## config.mk

```make
export PLATFORM = sky130hd
export DESIGN_NAME = icache_subsystem
export DESIGN_NICKNAME = d
export VERILOG_FILES = /design/src/hdl/icache_pkg.sv /design/src/hdl/icache_snoop_if.sv /design/src/hdl/icache_array.sv /design/src/hdl/icache_mshr.sv /design/src/hdl/icache_prefetcher.sv /design/src/hdl/icache_subsystem.sv
export VERILOG_INCLUDE_DIRS = /design/src /design/src/include
export SDC_FILE = /design/constraint.sdc
export NUM_CORES = 2
export LEC_CHECK = 0
export BUFFER_PORTS_ARGS = -buffer_cell sky130_fd_sc_hd__buf_2
export CAP_MARGIN = 20
export CORE_ASPECT_RATIO = 0.8
export CORE_MARGIN = 4
export CORE_UTILIZATION = 63
export DETAILED_ROUTE_END_ITERATION = 8
export PLACE_DENSITY = 0.81
export SYNTH_ARGS = -nofsm -noshare
export SYNTH_HDL_FRONTEND = slang
export SYNTH_HIERARCHICAL = 1
export SYNTH_SLANG_ARGS = --single-unit
```

## constraint.sdc

```tcl
create_clock -name i_clock -period 12.7 [get_ports i_clock]
set_clock_uncertainty 0.2 [all_clocks]
set_input_delay 2.54 -clock i_clock [delete_from_list [all_inputs] [get_ports i_clock]]
set_output_delay 2.54 -clock i_clock [all_outputs]
set_load 0.02 [all_outputs]
```

## src/include/icache_macros.svh

```systemverilog
`ifndef ICACHE_MACROS_SVH
`define ICACHE_MACROS_SVH

// Byte address width of a fetch request
`define ICACHE_ADDR_BITS 32

// Offset bits inside one memory block (8 bytes per block)
`define ICACHE_OFFSET_BITS 3

// Block tag, the address with its offset bits dropped
`define ICACHE_TAG_BITS (`ICACHE_ADDR_BITS - `ICACHE_OFFSET_BITS)

// One memory block
`define ICACHE_BLOCK_BITS 64

// Fully associative line count
`define ICACHE_LINES 8

// Memory transaction tag, zero is reserved for "no transaction"
`define ICACHE_MEM_TAG_BITS 4

// FIFO depth covers the whole tag space
`define ICACHE_MSHR_DEPTH 16

`endif

```

## src/hdl/icache_pkg.sv

```systemverilog
`include "icache_macros.svh"

package icache_pkg;

    // Byte address as seen by fetch and the arbiter
    typedef logic [`ICACHE_ADDR_BITS-1:0] fetch_addr_t;

    // Block-granular tag stored in each line
    typedef logic [`ICACHE_TAG_BITS-1:0] line_tag_t;

    // Data of one memory block
    typedef logic [`ICACHE_BLOCK_BITS-1:0] mem_block_t;

    // Memory transaction tag, zero means idle
    typedef logic [`ICACHE_MEM_TAG_BITS-1:0] mem_tag_t;

    // Head and tail pointers of the miss FIFO
    typedef logic [$clog2(`ICACHE_MSHR_DEPTH)-1:0] mshr_ptr_t;

    // Drop the offset bits of a byte address
    function automatic line_tag_t block_tag(input fetch_addr_t addr);
        return addr[`ICACHE_ADDR_BITS-1:`ICACHE_OFFSET_BITS];
    endfunction

    // Rebuild a block-aligned byte address from a tag
    function automatic fetch_addr_t block_addr(input line_tag_t tag);
        return {tag, {`ICACHE_OFFSET_BITS{1'b0}}};
    endfunction

endpackage

```

## src/hdl/icache_snoop_if.sv

```systemverilog
`timescale 1ns/10ps

// Candidate lookup shared by the prefetcher, the cache and the MSHR
interface icache_snoop_if import icache_pkg::*; ();

    logic      snoop_valid;
    line_tag_t snoop_tag;
    logic      found_in_cache;
    logic      found_in_mshr;

    // Prefetcher proposes a block and reads back both results
    modport prefetch (
        output snoop_valid,
        output snoop_tag,
        input  found_in_cache,
        input  found_in_mshr
    );

    modport cache (
        input  snoop_valid,
        input  snoop_tag,
        output found_in_cache
    );

    modport mshr (
        input  snoop_valid,
        input  snoop_tag,
        output found_in_mshr
    );

endinterface

```

## src/hdl/icache_array.sv

```systemverilog
`timescale 1ns/10ps
`include "icache_macros.svh"

module icache_array import icache_pkg::*; (
    input  logic                  i_clock,
    input  logic                  i_reset,

    // Fetch read ports with the older one at index 0
    input  logic [1:0]            i_read_valid,
    input  fetch_addr_t [1:0]     i_read_addr,
    output logic [1:0]            o_hit,
    output mem_block_t [1:0]      o_hit_data,

    icache_snoop_if.cache         snoop,

    // Fill from returned memory data
    input  logic                  i_fill_valid,
    input  line_tag_t             i_fill_tag,
    input  mem_block_t            i_fill_data,
    output logic                  o_full
);

    localparam int IDX_BITS = $clog2(`ICACHE_LINES);

    logic [`ICACHE_LINES-1:0] line_valid;
    line_tag_t                line_tag [`ICACHE_LINES];
    mem_block_t               line_data [`ICACHE_LINES];

    logic [IDX_BITS-1:0]      lfsr;
    logic [IDX_BITS-1:0]      free_idx;
    logic [IDX_BITS-1:0]      fill_idx;
    logic                     free_found;
    logic                     fill_tag_present;

    // Dual read, both ports compared against every line
    always_comb begin
        o_hit      = '0;
        o_hit_data = '0;
        for (int j = 0; j < 2; j++) begin
            for (int i = 0; i < `ICACHE_LINES; i++) begin
                if (i_read_valid[j] && line_valid[i] &&
                    (line_tag[i] == block_tag(i_read_addr[j]))) begin
                    o_hit[j]      = 1'b1;
                    o_hit_data[j] = line_data[i];
                end
            end
        end
    end

    // Snoop lookup for the prefetch candidate
    always_comb begin
        snoop.found_in_cache = 1'b0;
        for (int i = 0; i < `ICACHE_LINES; i++) begin
            if (snoop.snoop_valid && line_valid[i] && (line_tag[i] == snoop.snoop_tag)) begin
                snoop.found_in_cache = 1'b1;
            end
        end
    end

    assign o_full = &line_valid;

    // Lowest free line wins, LFSR picks the victim otherwise
    always_comb begin
        free_found = 1'b0;
        free_idx   = '0;
        for (int i = `ICACHE_LINES - 1; i >= 0; i--) begin
            if (!line_valid[i]) begin
                free_found = 1'b1;
                free_idx   = IDX_BITS'(i);
            end
        end
        fill_idx = free_found ? free_idx : lfsr;
    end

    // Fill tag already held by a valid line
    always_comb begin
        fill_tag_present = 1'b0;
        for (int i = 0; i < `ICACHE_LINES; i++) begin
            if (line_valid[i] && (line_tag[i] == i_fill_tag)) begin
                fill_tag_present = 1'b1;
            end
        end
    end

    always_ff @(posedge i_clock) begin
        if (i_reset) begin
            line_valid <= '0;
            lfsr       <= IDX_BITS'(1);
        end else begin
            // x^3 + x^2 + 1 with period 7
            lfsr <= {lfsr[1:0], lfsr[2] ^ lfsr[1]};
            if (i_fill_valid) begin
                line_valid[fill_idx] <= 1'b1;
            end
        end
    end

    always_ff @(posedge i_clock) begin
        if (i_fill_valid) begin
            line_tag[fill_idx]  <= i_fill_tag;
            line_data[fill_idx] <= i_fill_data;
        end
    end

    // Prefetch filter and MSHR together keep blocks unique in the cache
    a_fill_unique: assert property (@(posedge i_clock) disable iff (i_reset)
        i_fill_valid |-> !fill_tag_present)
        else $error("fill duplicates a cached tag");

endmodule

```

## src/hdl/icache_mshr.sv

```systemverilog
`timescale 1ns/10ps
`include "icache_macros.svh"

module icache_mshr import icache_pkg::*; (
    input  logic              i_clock,
    input  logic              i_reset,

    icache_snoop_if.mshr      snoop,

    // Request accepted by the arbiter
    input  logic              i_req_accepted,
    input  mem_tag_t          i_req_mem_tag,
    input  line_tag_t         i_req_tag,

    // Data return from memory
    input  mem_tag_t          i_mem_tag,
    output logic              o_fill_valid,
    output line_tag_t         o_fill_tag
);

    logic [`ICACHE_MSHR_DEPTH-1:0] ent_valid;
    mem_tag_t                      ent_mem_tag [`ICACHE_MSHR_DEPTH];
    line_tag_t                     ent_line_tag [`ICACHE_MSHR_DEPTH];

    mshr_ptr_t head;
    mshr_ptr_t tail;
    logic      push;
    logic      pop;

    assign push = i_req_accepted && (i_req_mem_tag != '0);

    // Memory returns in order, so only the head can match
    assign pop = (i_mem_tag != '0) && ent_valid[head] && (ent_mem_tag[head] == i_mem_tag);

    assign o_fill_valid = pop;
    assign o_fill_tag   = ent_line_tag[head];

    // Candidate already on its way from memory
    always_comb begin
        snoop.found_in_mshr = 1'b0;
        for (int i = 0; i < `ICACHE_MSHR_DEPTH; i++) begin
            if (snoop.snoop_valid && ent_valid[i] && (ent_line_tag[i] == snoop.snoop_tag)) begin
                snoop.found_in_mshr = 1'b1;
            end
        end
    end

    // Pointers wrap at the depth, which matches the pointer width
    always_ff @(posedge i_clock) begin
        if (i_reset) begin
            ent_valid <= '0;
            head      <= '0;
            tail      <= '0;
        end else begin
            if (pop) begin
                ent_valid[head] <= 1'b0;
                head            <= head + 1'b1;
            end
            if (push) begin
                ent_valid[tail] <= 1'b1;
                tail            <= tail + 1'b1;
            end
        end
    end

    always_ff @(posedge i_clock) begin
        if (push) begin
            ent_mem_tag[tail]  <= i_req_mem_tag;
            ent_line_tag[tail] <= i_req_tag;
        end
    end

    // Memory never has more tags in flight than the FIFO holds
    a_push_free: assert property (@(posedge i_clock) disable iff (i_reset)
        push |-> !ent_valid[tail])
        else $error("push onto an occupied entry");

endmodule

```

## src/hdl/icache_prefetcher.sv

```systemverilog
`timescale 1ns/10ps

module icache_prefetcher import icache_pkg::*; (
    input  logic                  i_clock,
    input  logic                  i_reset,

    input  logic [1:0]            i_read_valid,
    input  fetch_addr_t [1:0]     i_read_addr,
    input  logic [1:0]            i_hit,
    input  logic                  i_cache_full,

    icache_snoop_if.prefetch      snoop,

    // Arbiter side
    input  logic                  i_req_accepted,
    output logic                  o_req_valid,
    output fetch_addr_t           o_req_addr
);

    logic      miss_valid;
    line_tag_t miss_tag;
    logic      new_miss;
    logic      accept;

    // Last requested miss and the stream pointer behind it
    logic      last_valid;
    line_tag_t last_tag;
    line_tag_t stream_tag;

    // Older missing read first
    always_comb begin
        miss_valid = 1'b0;
        miss_tag   = '0;
        if (i_read_valid[0] && !i_hit[0]) begin
            miss_valid = 1'b1;
            miss_tag   = block_tag(i_read_addr[0]);
        end else if (i_read_valid[1] && !i_hit[1]) begin
            miss_valid = 1'b1;
            miss_tag   = block_tag(i_read_addr[1]);
        end
    end

    assign new_miss = miss_valid && (!last_valid || (miss_tag != last_tag));

    // Candidate is the new miss, else the next sequential block
    always_comb begin
        snoop.snoop_valid = 1'b0;
        snoop.snoop_tag   = '0;
        if (new_miss) begin
            snoop.snoop_valid = 1'b1;
            snoop.snoop_tag   = miss_tag;
        end else if (last_valid && !i_cache_full) begin
            snoop.snoop_valid = 1'b1;
            snoop.snoop_tag   = stream_tag + 1'b1;
        end
    end

    assign o_req_valid = snoop.snoop_valid && !snoop.found_in_cache && !snoop.found_in_mshr;
    assign o_req_addr  = block_addr(snoop.snoop_tag);
    assign accept      = i_req_accepted && o_req_valid;

    always_ff @(posedge i_clock) begin
        if (i_reset) begin
            last_valid <= 1'b0;
            last_tag   <= '0;
            stream_tag <= '0;
        end else if (accept) begin
            if (new_miss) begin
                last_valid <= 1'b1;
                last_tag   <= miss_tag;
                stream_tag <= miss_tag;
            end else begin
                stream_tag <= stream_tag + 1'b1;
            end
        end
    end

    // Arbiter must only accept a live request
    a_accept_legal: assert property (@(posedge i_clock) disable iff (i_reset)
        i_req_accepted |-> o_req_valid)
        else $error("accept without a pending request");

endmodule

```

## src/hdl/icache_subsystem.sv

```systemverilog
`timescale 1ns/10ps
`include "icache_macros.svh"

module icache_subsystem import icache_pkg::*; (
    input  logic                  i_clock,
    input  logic                  i_reset,

    // Fetch, index 0 is the older read
    input  logic [1:0]            i_read_valid,
    input  fetch_addr_t [1:0]     i_read_addr,
    output logic [1:0]            o_hit,
    output mem_block_t [1:0]      o_hit_data,

    // Arbiter
    output logic                  o_req_valid,
    output fetch_addr_t           o_req_addr,
    input  logic                  i_req_accepted,
    input  mem_tag_t              i_req_mem_tag,

    // Memory return
    input  mem_tag_t              i_mem_tag,
    input  mem_block_t            i_mem_data
);

    logic      cache_full;
    logic      fill_valid;
    line_tag_t fill_tag;

    icache_snoop_if snoop ();

    icache_array u_array (
        .i_clock      (i_clock),
        .i_reset      (i_reset),
        .i_read_valid (i_read_valid),
        .i_read_addr  (i_read_addr),
        .o_hit        (o_hit),
        .o_hit_data   (o_hit_data),
        .snoop        (snoop.cache),
        .i_fill_valid (fill_valid),
        .i_fill_tag   (fill_tag),
        .i_fill_data  (i_mem_data),
        .o_full       (cache_full)
    );

    icache_prefetcher u_prefetcher (
        .i_clock        (i_clock),
        .i_reset        (i_reset),
        .i_read_valid   (i_read_valid),
        .i_read_addr    (i_read_addr),
        .i_hit          (o_hit),
        .i_cache_full   (cache_full),
        .snoop          (snoop.prefetch),
        .i_req_accepted (i_req_accepted),
        .o_req_valid    (o_req_valid),
        .o_req_addr     (o_req_addr)
    );

    // Line tag of the request goes along with the memory tag
    icache_mshr u_mshr (
        .i_clock        (i_clock),
        .i_reset        (i_reset),
        .snoop          (snoop.mshr),
        .i_req_accepted (i_req_accepted),
        .i_req_mem_tag  (i_req_mem_tag),
        .i_req_tag      (o_req_addr[`ICACHE_ADDR_BITS-1:`ICACHE_OFFSET_BITS]),
        .i_mem_tag      (i_mem_tag),
        .o_fill_valid   (fill_valid),
        .o_fill_tag     (fill_tag)
    );

endmodule

```

==> out/metrics.cfg <==
[sta]
maxSlewHeadroom_pct = 21.97
worstMarginPinSlew_ps = 1170
rsz0062_at_grt = no
setup_ws_ps = -25.77
timing.hold.ws_ps = 285.7
setup_violations = 1
min_period_ps = 12730
slew_violations = 0
max_freq_mhz = 78.58
min_period_over_period_pct = 100.2
finalSetupTns_ps = -25.77
hold_viol = 0

[critical_path]
end_kind = primary output
cp_slowest_stage_delay_ps = 630
worstPathMaxFanout = 23
r2r_end = u_prefetcher/stream_tag[7]
required_ps = 9960
reg2reg_depth = 33
r2r_start = u_array/line_tag[2][25]
crit_slowest_cell = nor4_1
crit_type = in -> out
reg2reg_slack_ps = 3720
arrival_ps = 9990
start_kind = primary input

[yosys]
ys_seq_area_share_pct = 56.23
synth_area_mm2 = 0.07142
synth-seq-cells = 1370
yosysWarnings = 6
syn_avg_cell_area_um2 = 12.66
synth-edff-count = 1272
ys_types = 89
synth_top_flop_cell = edfxtp_1
async_reset_ff_share_pct = 0
syn_inst = 5640

[placement]
dpl_worst_slack_ps = -109.3
gp_congestion = 1.059
place_hpwl_mm = 172.4
io_buffers = 294

[drt]
routed_via_density = 7.367
firstDrtPassIters = 8
drc_errors = 3
drt_iter0_markers = 10990
drt_wl_total_mm = 271.0
ant_nets = 0
wl_per_cell_um = 35.94
vias = 55560

[clock_network]
cts_tree = built
root_buffer = clkbuf_16
clkTransAtPathRegs_ps = 60
clockBufferDepth = 3
cts_buffers = 137
hold_buffers = 0
clock_latency_ps = 810
cts.sinks = 1370
ctsHtreeMaxLevel = 4

[pwr]
p_sw_share_pct = 24.72
power.internal_mw = 7.696
p_sw_mw = 2.528
p_seq_share_pct = 49.2
ir_worst_vdd_mv = 0.1268
combPwrFrac_pct = 9.7
p_leak_nw = 26.98
power.density_mw_per_mm2 = 127.0
clkPwrFrac_pct = 41.1

[global_route]
grt_first_pass_wirelength_mm = 378.3
grt_pass1_vias = 51300
overflow = 0
grt_use_total_pct = 44.69
antenna_found_initial = 21
grt_start_max_net_pins = 73

[status]
failed_checks = DRC, setup timing
status = finished, violations left

[min_path]
min_path_type = reg -> reg
min_from = u_array/lfsr[0]
hold_depth = 1
whs_endpoint = u_array/lfsr[1]

[finish]
multi_input_area_mm2 = 0.02908
num-fill-cells = 7388
mostFrequentLayoutCell = edfxtp_1
area_growth_pct = 12.77
layout.area.seq_mm2 = 0.04017
layout_common_cells = edfxtp_1 (1272), xor2_1 (669), xnor2_1 (548)
nets = 6041
drive_above_1_share_pct = 17.99

[floorplan]
die_h_um = 309.1
die_area_mm2 = 0.1188
die_w_um = 384.4
initial_core_util_pct = 63.43
core_mm2 = 0.1126
num_io_pins = 304
rows = 110

[flow_run]
cap_violations = 0

-- final cells by class --
class | count | share of cell area, %
multi-input combinational | 3675 | 36.10
tap | 1512 | 2.349
clock buffer | 174 | 4.537
inverter | 123 | 0.5733
clock inverter | 76 | 1.137
antenna | 27 | 0.08390
sequential | 1370 | 49.88
timing repair buffer | 584 | 5.341
-- per-layer routing --
layer / share of wire (%) / vias up / routed length, um / GRT usage (%)
met5: 0.056 / - / 151 / 0
met4: 6.5 / 12 / 17580 / 21.78
met3: 18 / 1097 / 48280 / 16.81
met2: 41 / 5852 / 111200 / 62.17
met1: 35 / 26780 / 93770 / 62.17
li1: - / 21810 / - / -
-- cells in the mapped netlist, drive strengths merged (43+ instances only) --
cell type  instances  share of area, %
nor4             210               1.8
nand3             43              0.34
o21ai            327               2.3
buf              183               1.6
clkbuf           291               1.5
xnor2            548               6.7
a21oi            104              0.73
a21o             120               1.3
dfxtp             98               2.7
a221o            119               1.7
mux4             167               5.3
a211oi           150               1.6
nand2            426               2.2
edfxtp          1272                53
inv              123              0.65
nor2             136              0.73
a32oi            118               1.4
xor2             669               8.2
nand4            189               1.7
-- power by group through the flow --
stage / combinational [mW] / clock, mW / sequential [mW]
after global routing: 0.994 / 4.40 / 5.03
after floorplan: 0.491 / 0 / 5.11
final: 0.990 / 4.20 / 5.03
after detailed placement: 0.925 / 0 / 5.12
after CTS: 0.932 / 4.20 / 5.03
after global placement: 0.917 / 0 / 5.12
-- logic make-up after synthesis --
family	after synthesis	synth area share [%]
AO/OA/AOI/OAI	1106	11.07
XOR/XNOR	1217	14.93
adder cells (fa/ha/maj)	9	0.1577
buffers and inverters	597	3.805
flip-flops	1370	56.23
multiplexers	200	5.754
other	1	0.005251
AND/OR/NAND/NOR	1140	8.054
-- through the flow --
stage | power [mW] | cell area (um2) | std cells | util, %
4_1_cts | 10.16 | 80370 | 7512 | 71.39
3_3_place_gp | 6.039 | 75760 | 7259 | 67.30
2_1_floorplan | 5.606 | 71420 | 5642 | -
5_1_grt | 10.43 | 80480 | 7521 | 71.49
3_5_place_dp | 6.050 | 75780 | 7260 | 67.31
6_report | 10.22 | 80530 | 7541 | 71.53
-- state kept, by name, summed over array words and instances (netlist names), named ones only --
| register | cells |
|---|---|
| u_prefetcher/last_valid | 1 |
| u_mshr/head | 4 |
| u_array/line_tag | 232 |
| u_mshr/ent_line_tag | 464 |
| u_mshr/ent_mem_tag | 64 |
| u_mshr/ent_valid | 16 |
| u_array/line_valid | 8 |
| u_prefetcher/last_tag | 29 |
| u_prefetcher/stream_tag | 29 |
| u_mshr/tail | 4 |
| u_array/line_data | 512 |
| u_array/lfsr | 3 |
-- what timing repair did --
action	CTS	global route
buffers inserted	2	0
gates resized for setup	0	13
endpoints found under the setup margin	1	1
gates cloned	0	0
pin swaps	1	0
-- critical path: cells and delay by family --
family,cells,cell delay (ps)
AO/OA/AOI/OAI,3,790
XOR/XNOR,2,270
buffers and inverters,12,2690
multiplexers,1,310
AND/OR/NAND/NOR,14,3270
-- worst max path at each step --
stage	start	cells after the start	to	slack, ps
floorplan	i_read_addr[49]	31	o_req_valid	50
global placement	i_read_addr[61]	29	o_req_valid	-50
detailed placement	i_read_addr[61]	30	o_req_valid	-110
CTS	i_read_addr[27]	29	o_req_valid	9
global route	i_read_addr[57]	33	o_req_valid	30
finish	i_read_addr[36]	32	o_req_valid	-30
No activity file was read; power rests on OpenSTA's default activity.
